--- config.mk ---
export PLATFORM = sky130hd
export DESIGN_NAME = lpif_link_top
export DESIGN_NICKNAME = d
export VERILOG_FILES = /design/src/lpif_pkg.sv /design/src/lpif_auto_sync.sv /design/src/lpif_flit_pack.sv /design/src/lpif_link_top.sv /design/src/lpif_phy_concat.sv
export VERILOG_INCLUDE_DIRS = /design/src
export SDC_FILE = /design/constraint.sdc
export NUM_CORES = 1
export LEC_CHECK = 0
export ABC_AREA = 1
export BUFFER_PORTS_ARGS = -buffer_cell sky130_fd_sc_hd__buf_2
export CAP_MARGIN = 20
export CORE_ASPECT_RATIO = 0.7
export CORE_UTILIZATION = 35
export CTS_CLUSTER_SIZE = 24
export DETAILED_ROUTE_END_ITERATION = 16
export SLEW_MARGIN = 20
export SYNTH_ARGS = -nofsm -noshare
export SYNTH_HDL_FRONTEND = slang
export SYNTH_SLANG_ARGS = --single-unit
--- constraint.sdc ---
create_clock -name clk_wr -period 3.33 [get_ports clk_wr]
set_input_delay 0.1665 -clock clk_wr [delete_from_list [all_inputs] [get_ports clk_wr]]
set_output_delay 0.1665 -clock clk_wr [all_outputs]
set_load 0.02 [all_outputs]
--- src/lpif_cfg.svh ---
// Width and field position macros for the logic-link slave endpoint
// Included by the package and by every module that sizes a port or slices a PHY word
// PHY word layout is marker on top, strobe at the bottom, payload in between

`ifndef LPIF_CFG_SVH
`define LPIF_CFG_SVH

// User channel widths
`define LPIF_DATA_W    64
`define LPIF_STATE_W   4
`define LPIF_PROTID_W  4
`define LPIF_CRC_W     16

// PHY word geometry
`define LPIF_PHY_W     48
`define LPIF_PAYLOAD_W 46
`define LPIF_MRK_BIT   47
`define LPIF_STB_BIT   0

// Sequencing controls
`define LPIF_DELAY_W   16
// One marker user bit per quarter of the link
`define LPIF_MRK_W     4

`endif

--- src/lpif_pkg.sv ---
// Shared types for the logic-link slave endpoint
// Flit, PHY word and debug word layouts plus the strobe FSM states
// Modules import it inside their body and use scoped names in port lists
`default_nettype none
`include "lpif_cfg.svh"

package lpif_pkg;

  // Plain vectors for the user fields
  typedef logic [`LPIF_DATA_W-1:0]   lpif_data_t;
  typedef logic [`LPIF_STATE_W-1:0]  lpif_state_t;
  typedef logic [`LPIF_PROTID_W-1:0] lpif_protid_t;
  typedef logic [`LPIF_CRC_W-1:0]    lpif_crc_t;
  typedef logic [`LPIF_DELAY_W-1:0]  lpif_delay_t;
  typedef logic [`LPIF_PHY_W-1:0]    lpif_phy_word_t;

  // One flit, 92 bits, fills exactly two PHY payloads
  // pad sits at bit 0 so the low payload starts with it
  typedef struct packed {
    lpif_state_t  state;
    lpif_protid_t protid;
    lpif_data_t   data;
    logic         dvalid;
    lpif_crc_t    crc;
    logic         crc_valid;
    logic         valid;
    logic         pad;
  } lpif_flit_t;

  // Debug status word, only the two online bits carry information
  typedef struct packed {
    logic [11:0] rsvd_hi;
    logic        tx_online_delay;
    logic        rx_online_delay;
    logic [17:0] rsvd_lo;
  } lpif_debug_t;

  // Strobe generator
  typedef enum logic [1:0] {STB_IDLE, STB_COUNT, STB_FIRE} lpif_stb_state_e;

endpackage

`default_nettype wire

--- src/lpif_auto_sync.sv ---
// Online sequencing for the logic-link endpoint
// Delays the tx and rx online levels by programmable cycle counts,
// generates the periodic strobe, gates the marker and builds the debug word
`timescale 1ns/1ns
`default_nettype none
`include "lpif_cfg.svh"

module lpif_auto_sync (
  input  logic                    clk_wr,
  input  logic                    rst,
  input  logic                    tx_online,
  input  logic                    rx_online,
  input  logic [`LPIF_MRK_W-1:0]  tx_mrk_userbit,
  input  logic                    tx_stb_userbit,
  input  lpif_pkg::lpif_delay_t   delay_x_value,
  input  lpif_pkg::lpif_delay_t   delay_y_value,
  input  lpif_pkg::lpif_delay_t   delay_z_value,
  output logic                    tx_online_delay,
  output logic                    rx_online_delay,
  output logic                    tx_auto_mrk,
  output logic                    tx_auto_stb,
  output lpif_pkg::lpif_debug_t   debug_status
);
  import lpif_pkg::*;

  // Slot 0 is rx, slot 1 is tx
  logic              [1:0] online_in;
  lpif_delay_t [1:0]       online_lim;
  lpif_delay_t [1:0]       online_cnt;
  logic              [1:0] online_dly;

  lpif_stb_state_e stb_state;
  lpif_delay_t     stb_cnt;
  lpif_delay_t     stb_cnt_inc;

  //////////////////////////////////////////////////////////////////////
  // Online delay counters

  assign online_in     = {tx_online, rx_online};
  assign online_lim[0] = delay_x_value;
  assign online_lim[1] = delay_y_value;

  // Counter saturates at the limit and holds the delayed level high
  // Dropping the input clears both on the next edge
  always_ff @(posedge clk_wr) begin
    for (int i = 0; i < 2; i++) begin
      if (rst || !online_in[i]) begin
        online_cnt[i] <= '0;
        online_dly[i] <= 1'b0;
      end else if (online_cnt[i] >= online_lim[i]) begin
        online_dly[i] <= 1'b1;
      end else begin
        online_cnt[i] <= online_cnt[i] + lpif_delay_t'(1);
      end
    end
  end

  assign rx_online_delay = online_dly[0];
  assign tx_online_delay = online_dly[1];

  //////////////////////////////////////////////////////////////////////
  // Strobe generator

  assign stb_cnt_inc = stb_cnt + lpif_delay_t'(1);

  // Counts cycles since tx came online or since the last pulse
  // FIRE lasts one cycle, then the count restarts
  always_ff @(posedge clk_wr) begin
    if (rst) begin
      stb_state <= STB_IDLE;
      stb_cnt   <= '0;
    end else if (!tx_online_delay) begin
      stb_state <= STB_IDLE;
      stb_cnt   <= '0;
    end else if (stb_cnt_inc >= delay_z_value) begin
      stb_state <= STB_FIRE;
      stb_cnt   <= '0;
    end else begin
      stb_state <= STB_COUNT;
      stb_cnt   <= stb_cnt_inc;
    end
  end

  // User bit forces the strobe, offline kills it
  assign tx_auto_stb = tx_online_delay & ((stb_state == STB_FIRE) | tx_stb_userbit);

  // Marker is any user marker bit while tx is up
  assign tx_auto_mrk = tx_online_delay & (|tx_mrk_userbit);

  //////////////////////////////////////////////////////////////////////
  // Debug status

  always_comb begin
    debug_status                 = '0;
    debug_status.tx_online_delay = tx_online_delay;
    debug_status.rx_online_delay = rx_online_delay;
  end

endmodule

`default_nettype wire

--- src/lpif_flit_pack.sv ---
// User channel side of the endpoint
// Registers the upstream user fields into a flit every cycle
// and spreads the received flit back onto the downstream user fields
`timescale 1ns/1ns
`default_nettype none

module lpif_flit_pack (
  input  logic                   clk_wr,
  input  logic                   rst,
  // Upstream user channel
  input  lpif_pkg::lpif_state_t  ustrm_state,
  input  lpif_pkg::lpif_protid_t ustrm_protid,
  input  lpif_pkg::lpif_data_t   ustrm_data,
  input  logic                   ustrm_dvalid,
  input  lpif_pkg::lpif_crc_t    ustrm_crc,
  input  logic                   ustrm_crc_valid,
  input  logic                   ustrm_valid,
  // Flits to and from the PHY side
  input  lpif_pkg::lpif_flit_t   rx_flit,
  output lpif_pkg::lpif_flit_t   tx_flit,
  // Downstream user channel
  output lpif_pkg::lpif_state_t  dstrm_state,
  output lpif_pkg::lpif_protid_t dstrm_protid,
  output lpif_pkg::lpif_data_t   dstrm_data,
  output logic                   dstrm_dvalid,
  output lpif_pkg::lpif_crc_t    dstrm_crc,
  output logic                   dstrm_crc_valid,
  output logic                   dstrm_valid
);
  import lpif_pkg::*;

  //////////////////////////////////////////////////////////////////////
  // Upstream capture

  // No handshake, a new flit is taken every cycle
  always_ff @(posedge clk_wr) begin
    if (rst) begin
      tx_flit <= '0;
    end else begin
      tx_flit.state     <= ustrm_state;
      tx_flit.protid    <= ustrm_protid;
      tx_flit.data      <= ustrm_data;
      tx_flit.dvalid    <= ustrm_dvalid;
      tx_flit.crc       <= ustrm_crc;
      tx_flit.crc_valid <= ustrm_crc_valid;
      tx_flit.valid     <= ustrm_valid;
      tx_flit.pad       <= 1'b0;
    end
  end

  //////////////////////////////////////////////////////////////////////
  // Downstream delivery

  // rx_flit is already registered in the PHY block
  assign dstrm_state     = rx_flit.state;
  assign dstrm_protid    = rx_flit.protid;
  assign dstrm_data      = rx_flit.data;
  assign dstrm_dvalid    = rx_flit.dvalid;
  assign dstrm_crc       = rx_flit.crc;
  assign dstrm_crc_valid = rx_flit.crc_valid;
  assign dstrm_valid     = rx_flit.valid;

endmodule

`default_nettype wire

--- src/lpif_link_top.sv ---
// Top level of the logic-link slave endpoint
// User streaming channel in and out, two PHY words each way,
// online sequencing controls and two debug status words
`timescale 1ns/1ns
`default_nettype none
`include "lpif_cfg.svh"

module lpif_link_top (
  input  logic                     clk_wr,
  input  logic                     rst,
  // Control
  input  logic                     tx_online,
  input  logic                     rx_online,
  // PHY interconnect
  output lpif_pkg::lpif_phy_word_t tx_phy0,
  output lpif_pkg::lpif_phy_word_t tx_phy1,
  input  lpif_pkg::lpif_phy_word_t rx_phy0,
  input  lpif_pkg::lpif_phy_word_t rx_phy1,
  // Downstream channel
  output lpif_pkg::lpif_state_t    dstrm_state,
  output lpif_pkg::lpif_protid_t   dstrm_protid,
  output lpif_pkg::lpif_data_t     dstrm_data,
  output logic                     dstrm_dvalid,
  output lpif_pkg::lpif_crc_t      dstrm_crc,
  output logic                     dstrm_crc_valid,
  output logic                     dstrm_valid,
  // Upstream channel
  input  lpif_pkg::lpif_state_t    ustrm_state,
  input  lpif_pkg::lpif_protid_t   ustrm_protid,
  input  lpif_pkg::lpif_data_t     ustrm_data,
  input  logic                     ustrm_dvalid,
  input  lpif_pkg::lpif_crc_t      ustrm_crc,
  input  logic                     ustrm_crc_valid,
  input  logic                     ustrm_valid,
  // Debug status
  output lpif_pkg::lpif_debug_t    rx_downstream_debug_status,
  output lpif_pkg::lpif_debug_t    tx_upstream_debug_status,
  // Configuration
  input  logic [`LPIF_MRK_W-1:0]   tx_mrk_userbit,
  input  logic                     tx_stb_userbit,
  input  lpif_pkg::lpif_delay_t    delay_x_value,
  input  lpif_pkg::lpif_delay_t    delay_y_value,
  input  lpif_pkg::lpif_delay_t    delay_z_value
);
  import lpif_pkg::*;

  //////////////////////////////////////////////////////////////////////
  // Interconnect

  lpif_flit_t  tx_flit;
  lpif_flit_t  rx_flit;
  logic        tx_online_delay;
  logic        rx_online_delay;
  logic        tx_auto_mrk;
  logic        tx_auto_stb;
  lpif_debug_t debug_status;

  // Both directions report the same status word
  assign rx_downstream_debug_status = debug_status;
  assign tx_upstream_debug_status   = debug_status;

  //////////////////////////////////////////////////////////////////////
  // Sequencing, user side, PHY side

  lpif_auto_sync lpif_auto_sync_i (
    .clk_wr          (clk_wr),
    .rst             (rst),
    .tx_online       (tx_online),
    .rx_online       (rx_online),
    .tx_mrk_userbit  (tx_mrk_userbit),
    .tx_stb_userbit  (tx_stb_userbit),
    .delay_x_value   (delay_x_value),
    .delay_y_value   (delay_y_value),
    .delay_z_value   (delay_z_value),
    .tx_online_delay (tx_online_delay),
    .rx_online_delay (rx_online_delay),
    .tx_auto_mrk     (tx_auto_mrk),
    .tx_auto_stb     (tx_auto_stb),
    .debug_status    (debug_status)
  );

  lpif_flit_pack lpif_flit_pack_i (
    .clk_wr          (clk_wr),
    .rst             (rst),
    .ustrm_state     (ustrm_state),
    .ustrm_protid    (ustrm_protid),
    .ustrm_data      (ustrm_data),
    .ustrm_dvalid    (ustrm_dvalid),
    .ustrm_crc       (ustrm_crc),
    .ustrm_crc_valid (ustrm_crc_valid),
    .ustrm_valid     (ustrm_valid),
    .rx_flit         (rx_flit),
    .tx_flit         (tx_flit),
    .dstrm_state     (dstrm_state),
    .dstrm_protid    (dstrm_protid),
    .dstrm_data      (dstrm_data),
    .dstrm_dvalid    (dstrm_dvalid),
    .dstrm_crc       (dstrm_crc),
    .dstrm_crc_valid (dstrm_crc_valid),
    .dstrm_valid     (dstrm_valid)
  );

  // Sees the delayed online levels, never the raw ones
  lpif_phy_concat lpif_phy_concat_i (
    .clk_wr          (clk_wr),
    .rst             (rst),
    .tx_flit         (tx_flit),
    .tx_online_delay (tx_online_delay),
    .rx_online_delay (rx_online_delay),
    .tx_auto_mrk     (tx_auto_mrk),
    .tx_auto_stb     (tx_auto_stb),
    .rx_phy0         (rx_phy0),
    .rx_phy1         (rx_phy1),
    .tx_phy0         (tx_phy0),
    .tx_phy1         (tx_phy1),
    .rx_flit         (rx_flit)
  );

endmodule

`default_nettype wire

--- src/lpif_phy_concat.sv ---
// PHY side of the endpoint
// Splits a flit over two PHY words with marker and strobe inserted,
// and strips received words back into a flit
// Both directions are registered and held at zero while offline
`timescale 1ns/1ns
`default_nettype none
`include "lpif_cfg.svh"

module lpif_phy_concat (
  input  logic                     clk_wr,
  input  logic                     rst,
  input  lpif_pkg::lpif_flit_t     tx_flit,
  input  logic                     tx_online_delay,
  input  logic                     rx_online_delay,
  input  logic                     tx_auto_mrk,
  input  logic                     tx_auto_stb,
  input  lpif_pkg::lpif_phy_word_t rx_phy0,
  input  lpif_pkg::lpif_phy_word_t rx_phy1,
  output lpif_pkg::lpif_phy_word_t tx_phy0,
  output lpif_pkg::lpif_phy_word_t tx_phy1,
  output lpif_pkg::lpif_flit_t     rx_flit
);
  import lpif_pkg::*;

  // Payload part of one PHY word
  typedef logic [`LPIF_PAYLOAD_W-1:0] payload_t;

  payload_t tx_pay0;
  payload_t tx_pay1;
  payload_t rx_pay0;
  payload_t rx_pay1;

  //////////////////////////////////////////////////////////////////////
  // Word layout helpers

  // Marker on top, strobe at the bottom, payload in between
  function automatic lpif_phy_word_t build_word(payload_t pay, logic mrk, logic stb);
    lpif_phy_word_t word;
    word                                     = '0;
    word[`LPIF_MRK_BIT]                      = mrk;
    word[`LPIF_STB_BIT]                      = stb;
    word[`LPIF_MRK_BIT-1:`LPIF_STB_BIT+1]    = pay;
    return word;
  endfunction

  function automatic payload_t strip_word(lpif_phy_word_t word);
    return word[`LPIF_MRK_BIT-1:`LPIF_STB_BIT+1];
  endfunction

  //////////////////////////////////////////////////////////////////////
  // Transmit

  // Low half of the flit rides on phy0, high half on phy1
  assign {tx_pay1, tx_pay0} = tx_flit;

  // Same marker and strobe on both words
  always_ff @(posedge clk_wr) begin
    if (rst || !tx_online_delay) begin
      tx_phy0 <= '0;
      tx_phy1 <= '0;
    end else begin
      tx_phy0 <= build_word(tx_pay0, tx_auto_mrk, tx_auto_stb);
      tx_phy1 <= build_word(tx_pay1, tx_auto_mrk, tx_auto_stb);
    end
  end

  //////////////////////////////////////////////////////////////////////
  // Receive

  // Marker and strobe are dropped, only payloads are kept
  always_ff @(posedge clk_wr) begin
    if (rst || !rx_online_delay) begin
      rx_pay0 <= '0;
      rx_pay1 <= '0;
    end else begin
      rx_pay0 <= strip_word(rx_phy0);
      rx_pay1 <= strip_word(rx_phy1);
    end
  end

  assign rx_flit = lpif_flit_t'({rx_pay1, rx_pay0});

endmodule

`default_nettype wire

==> results of run 1 <==
timing repair:
item	CTS	global route
endpoints found under the hold margin	184	0
endpoints found under the setup margin	0	0
hold buffers	185	0
buffers inserted	0	0
resized for setup	0	0
cells by family (layout without fill, tap and decap cells):
family / after synthesis / after routing / share of synthesized area
AND/OR/NAND/NOR: 600 / 600 / 0.204
buffers and inverters: 497 / 1071 / 0.174
XOR/XNOR: 23 / 23 / 0.0161
other: 1 / 61 / 0.000299
flip-flops: 327 / 327 / 0.522
AO/OA/AOI/OAI: 63 / 63 / 0.0329
adder cells (fa/ha/maj): 51 / 51 / 0.0509
cell type report:
type / count / area (µm²)
clock buffer: 49 / 998
clock inverter: 14 / 190
fill: 3298 / 17100
inverter: 392 / 1470
multi-input combinational: 798 / 4050
sequential: 327 / 6550
tap: 472 / 591
timing repair buffer: 616 / 4040
layout by cell type, fill, tap and decap left out, types with 17 or more instances in the layout:
cell	synthesis	routed
nand2_2	24	25
nand3_1	56	56
buf_2	7	427
conb_1	1	61
nor2_1	335	335
ha_1	51	51
a21oi_1	30	30
nand2_1	143	141
nand4_1	20	20
inv_1	392	392
xor2_1	17	17
dlygate4sd3_1	0	185
a21oi_2	21	21
clkbuf_16	0	35
dfxtp_1	327	327
state kept, by name, summed over array words and instances (netlist names):
signal	count
lpif_auto_sync_i.online_dly	2
lpif_phy_concat_i.tx_phy0	45
lpif_phy_concat_i.rx_pay0	45
lpif_phy_concat_i.tx_phy1	48
lpif_flit_pack_i.tx_flit	91
lpif_auto_sync_i.stb_state	2
lpif_phy_concat_i.rx_pay1	46
lpif_auto_sync_i.stb_cnt	16
lpif_auto_sync_i.online_cnt	32
layer usage:
| layer | wire length (µm) | global-route usage | share of wire |
|---|---|---|---|
| met5 | 0 | 0 | 0 |
| met4 | 923 | 0.0574 | 0.027 |
| met3 | 1560 | 0.0400 | 0.046 |
| met2 | 16100 | 0.314 | 0.48 |
| met1 | 15300 | 0.225 | 0.45 |
power by group:
group | internal, mW | total, mW | switching (mW)
clock | 2.42 | 4.02 | 1.60
sequential | 3.97 | 3.99 | 0.0180
combinational | 0.304 | 0.573 | 0.269
worst max-delay path: cells and delay by family, from the launching register on:
kind,cells,cell delay [ns]
simple gates,9,1.47
fa+ha+maj,2,0.48
flops,1,0.38
xor+xnor,1,0.15
buf+inv,1,0.08
worst max path at each step:
stage | from | to | slack [ns]
4_1_cts | lpif_auto_sync_i.stb_cnt[0]$_SDFF_PP0_ | lpif_auto_sync_i.stb_cnt[7]$_SDFF_PP0_ | 0.63
6_report | lpif_auto_sync_i.stb_cnt[0]$_SDFF_PP0_ | lpif_auto_sync_i.stb_cnt[7]$_SDFF_PP0_ | 0.65
3_3_place_gp | lpif_auto_sync_i.stb_cnt[0]$_SDFF_PP0_ | lpif_auto_sync_i.stb_cnt[9]$_SDFF_PP0_ | 0.74
3_5_place_dp | lpif_auto_sync_i.stb_cnt[0]$_SDFF_PP0_ | lpif_auto_sync_i.stb_cnt[7]$_SDFF_PP0_ | 0.63
2_1_floorplan | lpif_auto_sync_i.stb_cnt[0]$_SDFF_PP0_ | lpif_auto_sync_i.stb_cnt[14]$_SDFF_PP0_ | 0.95
5_1_grt | lpif_auto_sync_i.stb_cnt[0]$_SDFF_PP0_ | lpif_auto_sync_i.stb_cnt[7]$_SDFF_PP0_ | 0.36
metrics by stage:
step	std cells	utilization
after floorplan	1622	-
after global placement	2420	0.424
after detailed placement	2420	0.424
after CTS	2668	0.510
after global routing	2668	0.511
final	2668	0.511
==> qor.csv, run 1 <==
metric,value,unit
outcome,"finished, final reports clean",
fmax,0.373,GHz
cp.required,3.72,ns
fin_total_pwr,8.59,mW
setup_tns,0,ns
worst_hold_slack,0.302,ns
wirelength,33900,µm
critPathSlowestCell,dfxtp_1,
ys_ff_latch,327,
maxCapViolCount,0,
rsz0062_at_grt,false,
top_level_ports,495,
clkTransAtPathRegs,0.06,ns
ctsLongestPathBuffers,3,
hp-start,rst,
yosys.area.top_type,dfxtp_1,
die_y,160,µm
dpl-instance-area,14800,µm²
peakVddDrop,344,µV
synth.most_common_cell,inv_1,
fin_area,17900,µm²
finalCritPeriodShare,0.806,
power.density,480,nW/µm²
grt_pass1_wl,54200,µm
cpPeakStageDelay,0.38,ns
synthCells,1562,
ys_async_sr_fraction,0,
start_util,0.358,
avgSynthCellArea,8.03,µm²
synth_warnings,0,
viasPerCell,4.06,
cts_sinks,327,
synth-edff-count,0,
num_vias,10833,
die_w,228,µm
path_cells,ha_1 > nand3_1 > nor2_2 > nand2_1 > nor2_1 > xnor2_1 > inv_1 > ha_1 > nand2_1 > nor3_1 > nand3_1 > nand4_4 > nor2_1,
drive_gt1_frac,0.251,
synth_cell_types,34,
cp.arrival,3.07,ns
hold_viol,0,
clockRootBuffer,clkbuf_16,
final-max-slew-violation-count,0,
drc,0,
hpwl,23300,µm
r2r.worst_path.cells,13,
slew_headroom,0.446,
netlist.area_leader.share,0.522,
min_to,lpif_flit_pack_i.tx_flit[76]$_SDFF_PP0_,
numPortBuffers,428,
post-place-ws,0.631,ns
wl_per_cell,12.7,µm
drtIter0Drc,487,
cts_made_buffers,35,
ys.flop_type,dfxtp_1,
netlist_area,12500,µm²
fin_ws,0.647,ns
gp_congestion,0.846,
dieArea,36600,µm²
grt_pass1_vias,10641,
area_growth,42.6,%
final.setup_skew,0.0174,ns
cp-end-kind,register,
grt_max_degree,92,
core-area,35000,µm²
crit_type,register to register,
hold_path_class,primary input to register,
r2r_slack,0.65,ns
setup_viol_count_final,0,
period_needed,2.68,ns
ant_nets,0,
clk_latency,0.52,ns
nets,2465,
yosys-top-cells-area,"dfxtp_1 (52%), inv_1 (12%), nor2_1 (10%)",
crit_fanout,17,
antenna_found_initial,0,
track_usage,0.182,
min_path_cells,3,
diodes,0,
start_kind,register,
cts_tree,yes,
grt_overflow,0,
ys_seq_area_frac,0.522,
synthTopCellsByCount,"inv_1 (392), nor2_1 (335), dfxtp_1 (327), nand2_1 (143), buf_4 (69)",
rr_startpoint,lpif_auto_sync_i.stb_cnt[0]$_SDFF_PP0_,
rows,57,
htree_levels,2,
firstDrtPassIters,5,
p_leak,9.67,nW
reg2reg_to,lpif_auto_sync_i.stb_cnt[7]$_SDFF_PP0_,
tightest_slew,0.829,ns
Note: power is estimated with default switching activity, not from simulation.
==> run 2: changes to the inputs <==
clock period = 2.7 ns   (was 3.33 ns; I/O delays follow)
==> run 2 against run 1 <==
Die area unchanged. Non-clock buffer count increased by 9. Core utilization up 0.58 points. Flip-flop and latch count unchanged. Critical endpoint is now lpif_auto_sync_i.stb_cnt[5]$_SDFF_PP0_. Largest cell class unchanged.
==> qor.csv, run 2 (same netlist as run 1, synthesis figures left out) <==
metric,value,unit
p_leak,9.73,nW
worst_hold_slack,0.274,ns
fmax,0.389,GHz
drc,0,
viasPerCell,4.08,
numPortBuffers,428,
cts_tree,yes,
firstDrtPassIters,5,
gp_congestion,0.877,
htree_levels,2,
die_w,228,µm
cpPeakStageDelay,0.38,ns
place_inst,2424,
die_y,160,µm
maxCapViolCount,0,
clockRootBuffer,clkbuf_16,
tightest_slew,0.786,ns
nets,2477,
wl_per_cell,12.9,µm
cp-end-kind,register,
crit_type,register to register,
regMostFlops,lpif_flit_pack_i.tx_flit,
cts_made_buffers,36,
mostFrequentLayoutCell,buf_2,
start_util,0.358,
largest_reg_flops,91,
cp.arrival,3.00,ns
top_level_ports,495,
area_growth,44.2,%
power.density,591,nW/µm²
grt_overflow,0,
cts_sinks,327,
hold_viol,0,
drtIter0Drc,462,
path_cells,inv_1 > nor3_2 > nand2_1 > nor2_1 > xnor2_1 > inv_1 > ha_1 > a21oi_1 > o21ai_0 > a21oi_2 > buf_4 > nand4_2 > nor2_2,
peakVddDrop,507,µV
num_vias,10931,
critPathSlowestCell,dfxtp_1,
top_regs,"lpif_flit_pack_i.tx_flit x91, lpif_phy_concat_i.tx_phy1 x48, lpif_phy_concat_i.rx_pay1 x46",
cp.required,3.13,ns
hold_path_class,primary input to register,
grt_max_degree,92,
grt_pass1_vias,10513,
drive_gt1_frac,0.263,
ctsLongestPathBuffers,3,
clkTransAtPathRegs,0.06,ns
dieArea,36600,µm²
layout_common_cells,"buf_2 (427), inv_1 (392), nor2_1 (333)",
clk_latency,0.52,ns
layoutNonFillerInstCount,2682,
final-max-slew-violation-count,0,
path_common_cell,inv_1,
start_kind,register,
ant_nets,0,
grt_pass1_wl,54100,µm
finalCritPeriodShare,0.952,
antenna_found_initial,2,
setup_viol_count_final,0,
final.setup_skew,0.0172,ns
core-area,35000,µm²
hpwl,23500,µm
track_usage,0.182,
wirelength,34600,µm
rows,57,
crit_fanout,4,
slew_headroom,0.475,
outcome,"finished, final reports clean",
period_needed,2.57,ns
run 2: changes by cell type in the layout (fill, tap and decap cells not counted), moves of 3 or more:
cell / delta
clkbuf_8: -3
clkinv_2: +5
nand3_1: -3
dfxtp_1: -3
clkbuf_1: -3
buf_4: +10
dfxtp_2: +3
run 2: worst paths after layout:
path,startpoint,slack [ns],endpoint,depth (start not counted)
max,lpif_auto_sync_i.stb_cnt[3]$_SDFF_PP0_,0.13,lpif_auto_sync_i.stb_cnt[5]$_SDFF_PP0_,13
min,rst,0.27,lpif_flit_pack_i.tx_flit[78]$_SDFF_PP0_,3
max reg2reg,lpif_auto_sync_i.stb_cnt[3]$_SDFF_PP0_,0.13,lpif_auto_sync_i.stb_cnt[5]$_SDFF_PP0_,13
min reg2reg,lpif_flit_pack_i.tx_flit[80]$_SDFF_PP0_,0.39,lpif_phy_concat_i.tx_phy1[35]$_SDFF_PP0_,2
run 2: report_power, final:
| part | switching [mW] | total [mW] | internal, mW |
|---|---|---|---|
| logic | 0.331 | 0.705 | 0.374 |
| registers | 0.0223 | 4.92 | 4.90 |
| clock network | 2.00 | 5.07 | 3.06 |
| total | 2.35 | 10.7 | 8.34 |
run 2: layer usage:
metal / GRT usage / wire (µm)
met4: 0.0692 / 1130
met5: 0 / 0
met1: 0.225 / 15000
met2: 0.307 / 16300
met3: 0.0435 / 2070
run 2: critical path: cells and delay by family, from the launching register on:
kind | cells | cell delay, ns
AOI/OAI and AO/OA | 3 | 0.38
xor gates and xnor gates | 1 | 0.16
adders and majority gates | 1 | 0.30
buffers and inverters | 3 | 0.38
DFF | 1 | 0.38
and+or+nand+nor | 5 | 0.88
run 2: per-stage QoR:
step | power, mW | setup WS [ns] | utilization | TNS (ns) | instance area (µm²)
2_1_floorplan | 5.35 | 0.323 | - | 0 | 12800
3_3_place_gp | 5.50 | 0.129 | 0.424 | 0 | 14900
3_5_place_dp | 5.51 | -0.0646 | 0.424 | -0.846 | 14900
4_1_cts | 10.9 | 0.00151 | 0.513 | 0 | 18000
5_1_grt | 11.2 | -0.105 | 0.516 | -1.23 | 18100
6_report | 10.7 | 0.130 | 0.516 | 0 | 18100
run 2: what timing repair did:
action,in CTS,in global routing
gates cloned,1,1
hold buffers,185,0
pin swaps,1,2
endpoints found under the setup margin,17,18
endpoints found under the hold margin,184,0
buffers inserted,0,5
gates resized for setup,3,15
run 2: final cells by class:
| cell class | count | area [µm²] |
|---|---|---|
| Clock buffer | 44 | 971 |
| Timing Repair Buffer | 625 | 4090 |
| Multi-Input combinational cell | 800 | 4140 |
| Fill cell | 3216 | 16900 |
| Antenna cell | 1 | 2.50 |
| Tap cell | 472 | 591 |
| Sequential cell | 327 | 6550 |
| Clock inverter | 21 | 262 |
| Inverter | 392 | 1470 |
==> run 3: changes to the inputs <==
CORE_AREA = 2 2 195 197   (was unset)
CORE_ASPECT_RATIO = unset   (was 0.7)
CORE_UTILIZATION = unset   (was 35)
CTS_CLUSTER_SIZE = unset   (was 24)
DIE_AREA = 0 0 197 199   (was unset)
==> run 3 against run 2 <==
Clock power rose by 7.1%. Total power rose by 3.8%. Maximum frequency rose by 1.8%. Sequential power barely moved. Cell area rose by 2.0%. Clock skew rose by 0.0025 ns. Die area rose by 7.1%. Hold slack got worse by 0.23 ns. Routed wire length rose by 5.3%. Via count rose by 2.9%. Flip-flop and latch count did not move. Critical path type unchanged. Critical endpoint is now lpif_auto_sync_i.stb_cnt[11]$_SDFF_PP0_. Largest power group unchanged. Highest routed layer unchanged.
==> qor.csv, run 3 (same netlist as run 1, synthesis figures left out) <==
metric,value,unit
outcome,"finished, final reports clean",
cts_made_buffers,37,
clkTransAtPathRegs,0.06,ns
cp.arrival,2.97,ns
power.density,601,nW/µm²
firstDrtPassIters,5,
core-area,37100,µm²
path_cells,ha_2 > nand3_4 > nor4_1 > nand2_1 > nand2_1 > inv_1 > ha_1 > nand2_1 > nor3_2 > nand3_2 > nand4_4 > nor2_1,
final.setup_skew,0.0198,ns
cts_sinks,327,
regMostFlops,lpif_flit_pack_i.tx_flit,
die_w,197,µm
rows,71,
dieArea,39200,µm²
fin_ws,0.175,ns
start_kind,register,
path_common_cell,nand2_1,
path_buf_inv,1,
cp_top_family,simple AND/OR/NAND/NOR gates,
hold_viol,0,
critPathSlowestCell,nor4_1,
wirelength,36400,µm
r2r_slack,0.17,ns
peakVddDrop,421,µV
multi_input_area,4130,µm²
ant_nets,0,
cts_tree,yes,
slew_headroom,0.469,
tightest_slew,0.797,ns
finalCritPeriodShare,0.935,
layout_common_cells,"buf_2 (427), inv_1 (392), nor2_1 (331)",
cpPeakStageDelay,0.39,ns
drive_gt1_frac,0.261,
nets,2502,
fillerInstances,3431,
largest_reg_flops,91,
area_growth,47.1,%
grt_overflow,0,
fin_total_pwr,11.1,mW
numPortBuffers,428,
clockRootBuffer,clkbuf_16,
hold_path_class,primary input to register,
maxCapViolCount,0,
htree_levels,2,
antenna_found_initial,4,
clk_latency,0.55,ns
drc,0,
grt_max_degree,84,
hpwl,25400,µm
track_usage,0.177,
crit_type,register to register,
p_leak,9.93,nW
cp-end-kind,register,
start_util,0.338,
crit_fanout,8,
mostFrequentLayoutCell,buf_2,
final-max-slew-violation-count,0,
ctsLongestPathBuffers,3,
die_y,199,µm
gp_congestion,0.823,
setup_viol_count_final,0,
num_vias,11248,
top_regs,"lpif_flit_pack_i.tx_flit x91, lpif_phy_concat_i.tx_phy1 x48, lpif_phy_concat_i.rx_pay1 x46",
post-place-ws,0.00516,ns
fmax,0.396,GHz
wl_per_cell,13.4,µm
cp.required,3.14,ns
period_needed,2.53,ns
top_level_ports,495,
grt_pass1_vias,11099,
viasPerCell,4.14,
drtIter0Drc,368,
grt_pass1_wl,54700,µm
regArea,6550,µm²
-- run 3: cell count changes in the layout (fill, tap and decap cells not counted), moves of 2 or more --
cell,delta
nor2_1,-2
dlygate4sd3_1,+24
clkbuf_16,+2
nor2_2,+2
buf_12,+2
clkbuf_8,+2
nand2_2,-2
diode_2,+4
clkinv_2,-3
-- run 3: area by class of cell --
type	count	share of cell area
flip-flops and latches	327	0.355
repair buffers	649	0.236
multi-input cells	800	0.224
inverters	392	0.0797
clock buffers	49	0.0570
well taps	474	0.0321
clock inverters	19	0.0155
diodes	5	0.000678
-- run 3: per-layer routing --
metal | share of wire | global-route usage | vias up
met5 | 0 | 0 | -
met3 | 0.073 | 0.0507 | 105
met1 | 0.38 | 0.186 | 5027
li1 | - | - | 5726
met2 | 0.50 | 0.318 | 390
met4 | 0.046 | 0.0994 | 0
-- run 3: what timing repair did --
item / CTS / global route
setup endpoints to repair: 17 / 18
pin swaps: 1 / 3
buffers inserted: 2 / 2
gates resized for setup: 4 / 12
hold endpoints to repair: 185 / 0
hold buffers: 209 / 0
gates cloned: 2 / 0
-- run 3: metrics by stage --
step / hold WS, ns / utilization / cells / instance area [µm²] / TNS [ns]
CTS: 0.0114 / 0.495 / 2708 / 18400 / 0
global route: 0.0363 / 0.497 / 2714 / 18400 / -0.0681
global placement: 0.334 / 0.401 / 2427 / 14900 / 0
floorplan: 0.242 / - / 1622 / 12800 / 0
detailed placement: 0.343 / 0.401 / 2427 / 14900 / 0
finish: 0.0422 / 0.497 / 2715 / 18500 / 0
-- run 3: worst paths after layout --
check                                        endpoint  depth (start not counted)                                    start
max reg2reg   lpif_auto_sync_i.stb_cnt[11]$_SDFF_PP0_                         12   lpif_auto_sync_i.stb_cnt[0]$_SDFF_PP0_
min           lpif_flit_pack_i.tx_flit[24]$_SDFF_PP0_                          2                                      rst
max           lpif_auto_sync_i.stb_cnt[11]$_SDFF_PP0_                         12   lpif_auto_sync_i.stb_cnt[0]$_SDFF_PP0_
min reg2reg  lpif_phy_concat_i.tx_phy0[36]$_SDFF_PP0_                          2  lpif_flit_pack_i.tx_flit[35]$_SDFF_PP0_
-- run 3: worst reg2reg max path, cell delays in order, from the launching register on --
cell and delay, ns:
dfxtp_2 0.38, ha_2 0.23, nand3_4 0.11, nor4_1 0.39, nand2_1 0.09, nand2_1 0.11
inv_1 0.05, ha_1 0.26, nand2_1 0.08, nor3_2 0.26, nand3_2 0.22, nand4_4 0.20
nor2_1 0.06
-- run 3: power breakdown --
part           leakage, nW  internal [mW]  switching, mW
Combinational         6.61          0.398          0.342
Clock                0.651           3.35           2.08
Sequential            2.66           4.90         0.0231
Total                 9.93           8.65           2.45
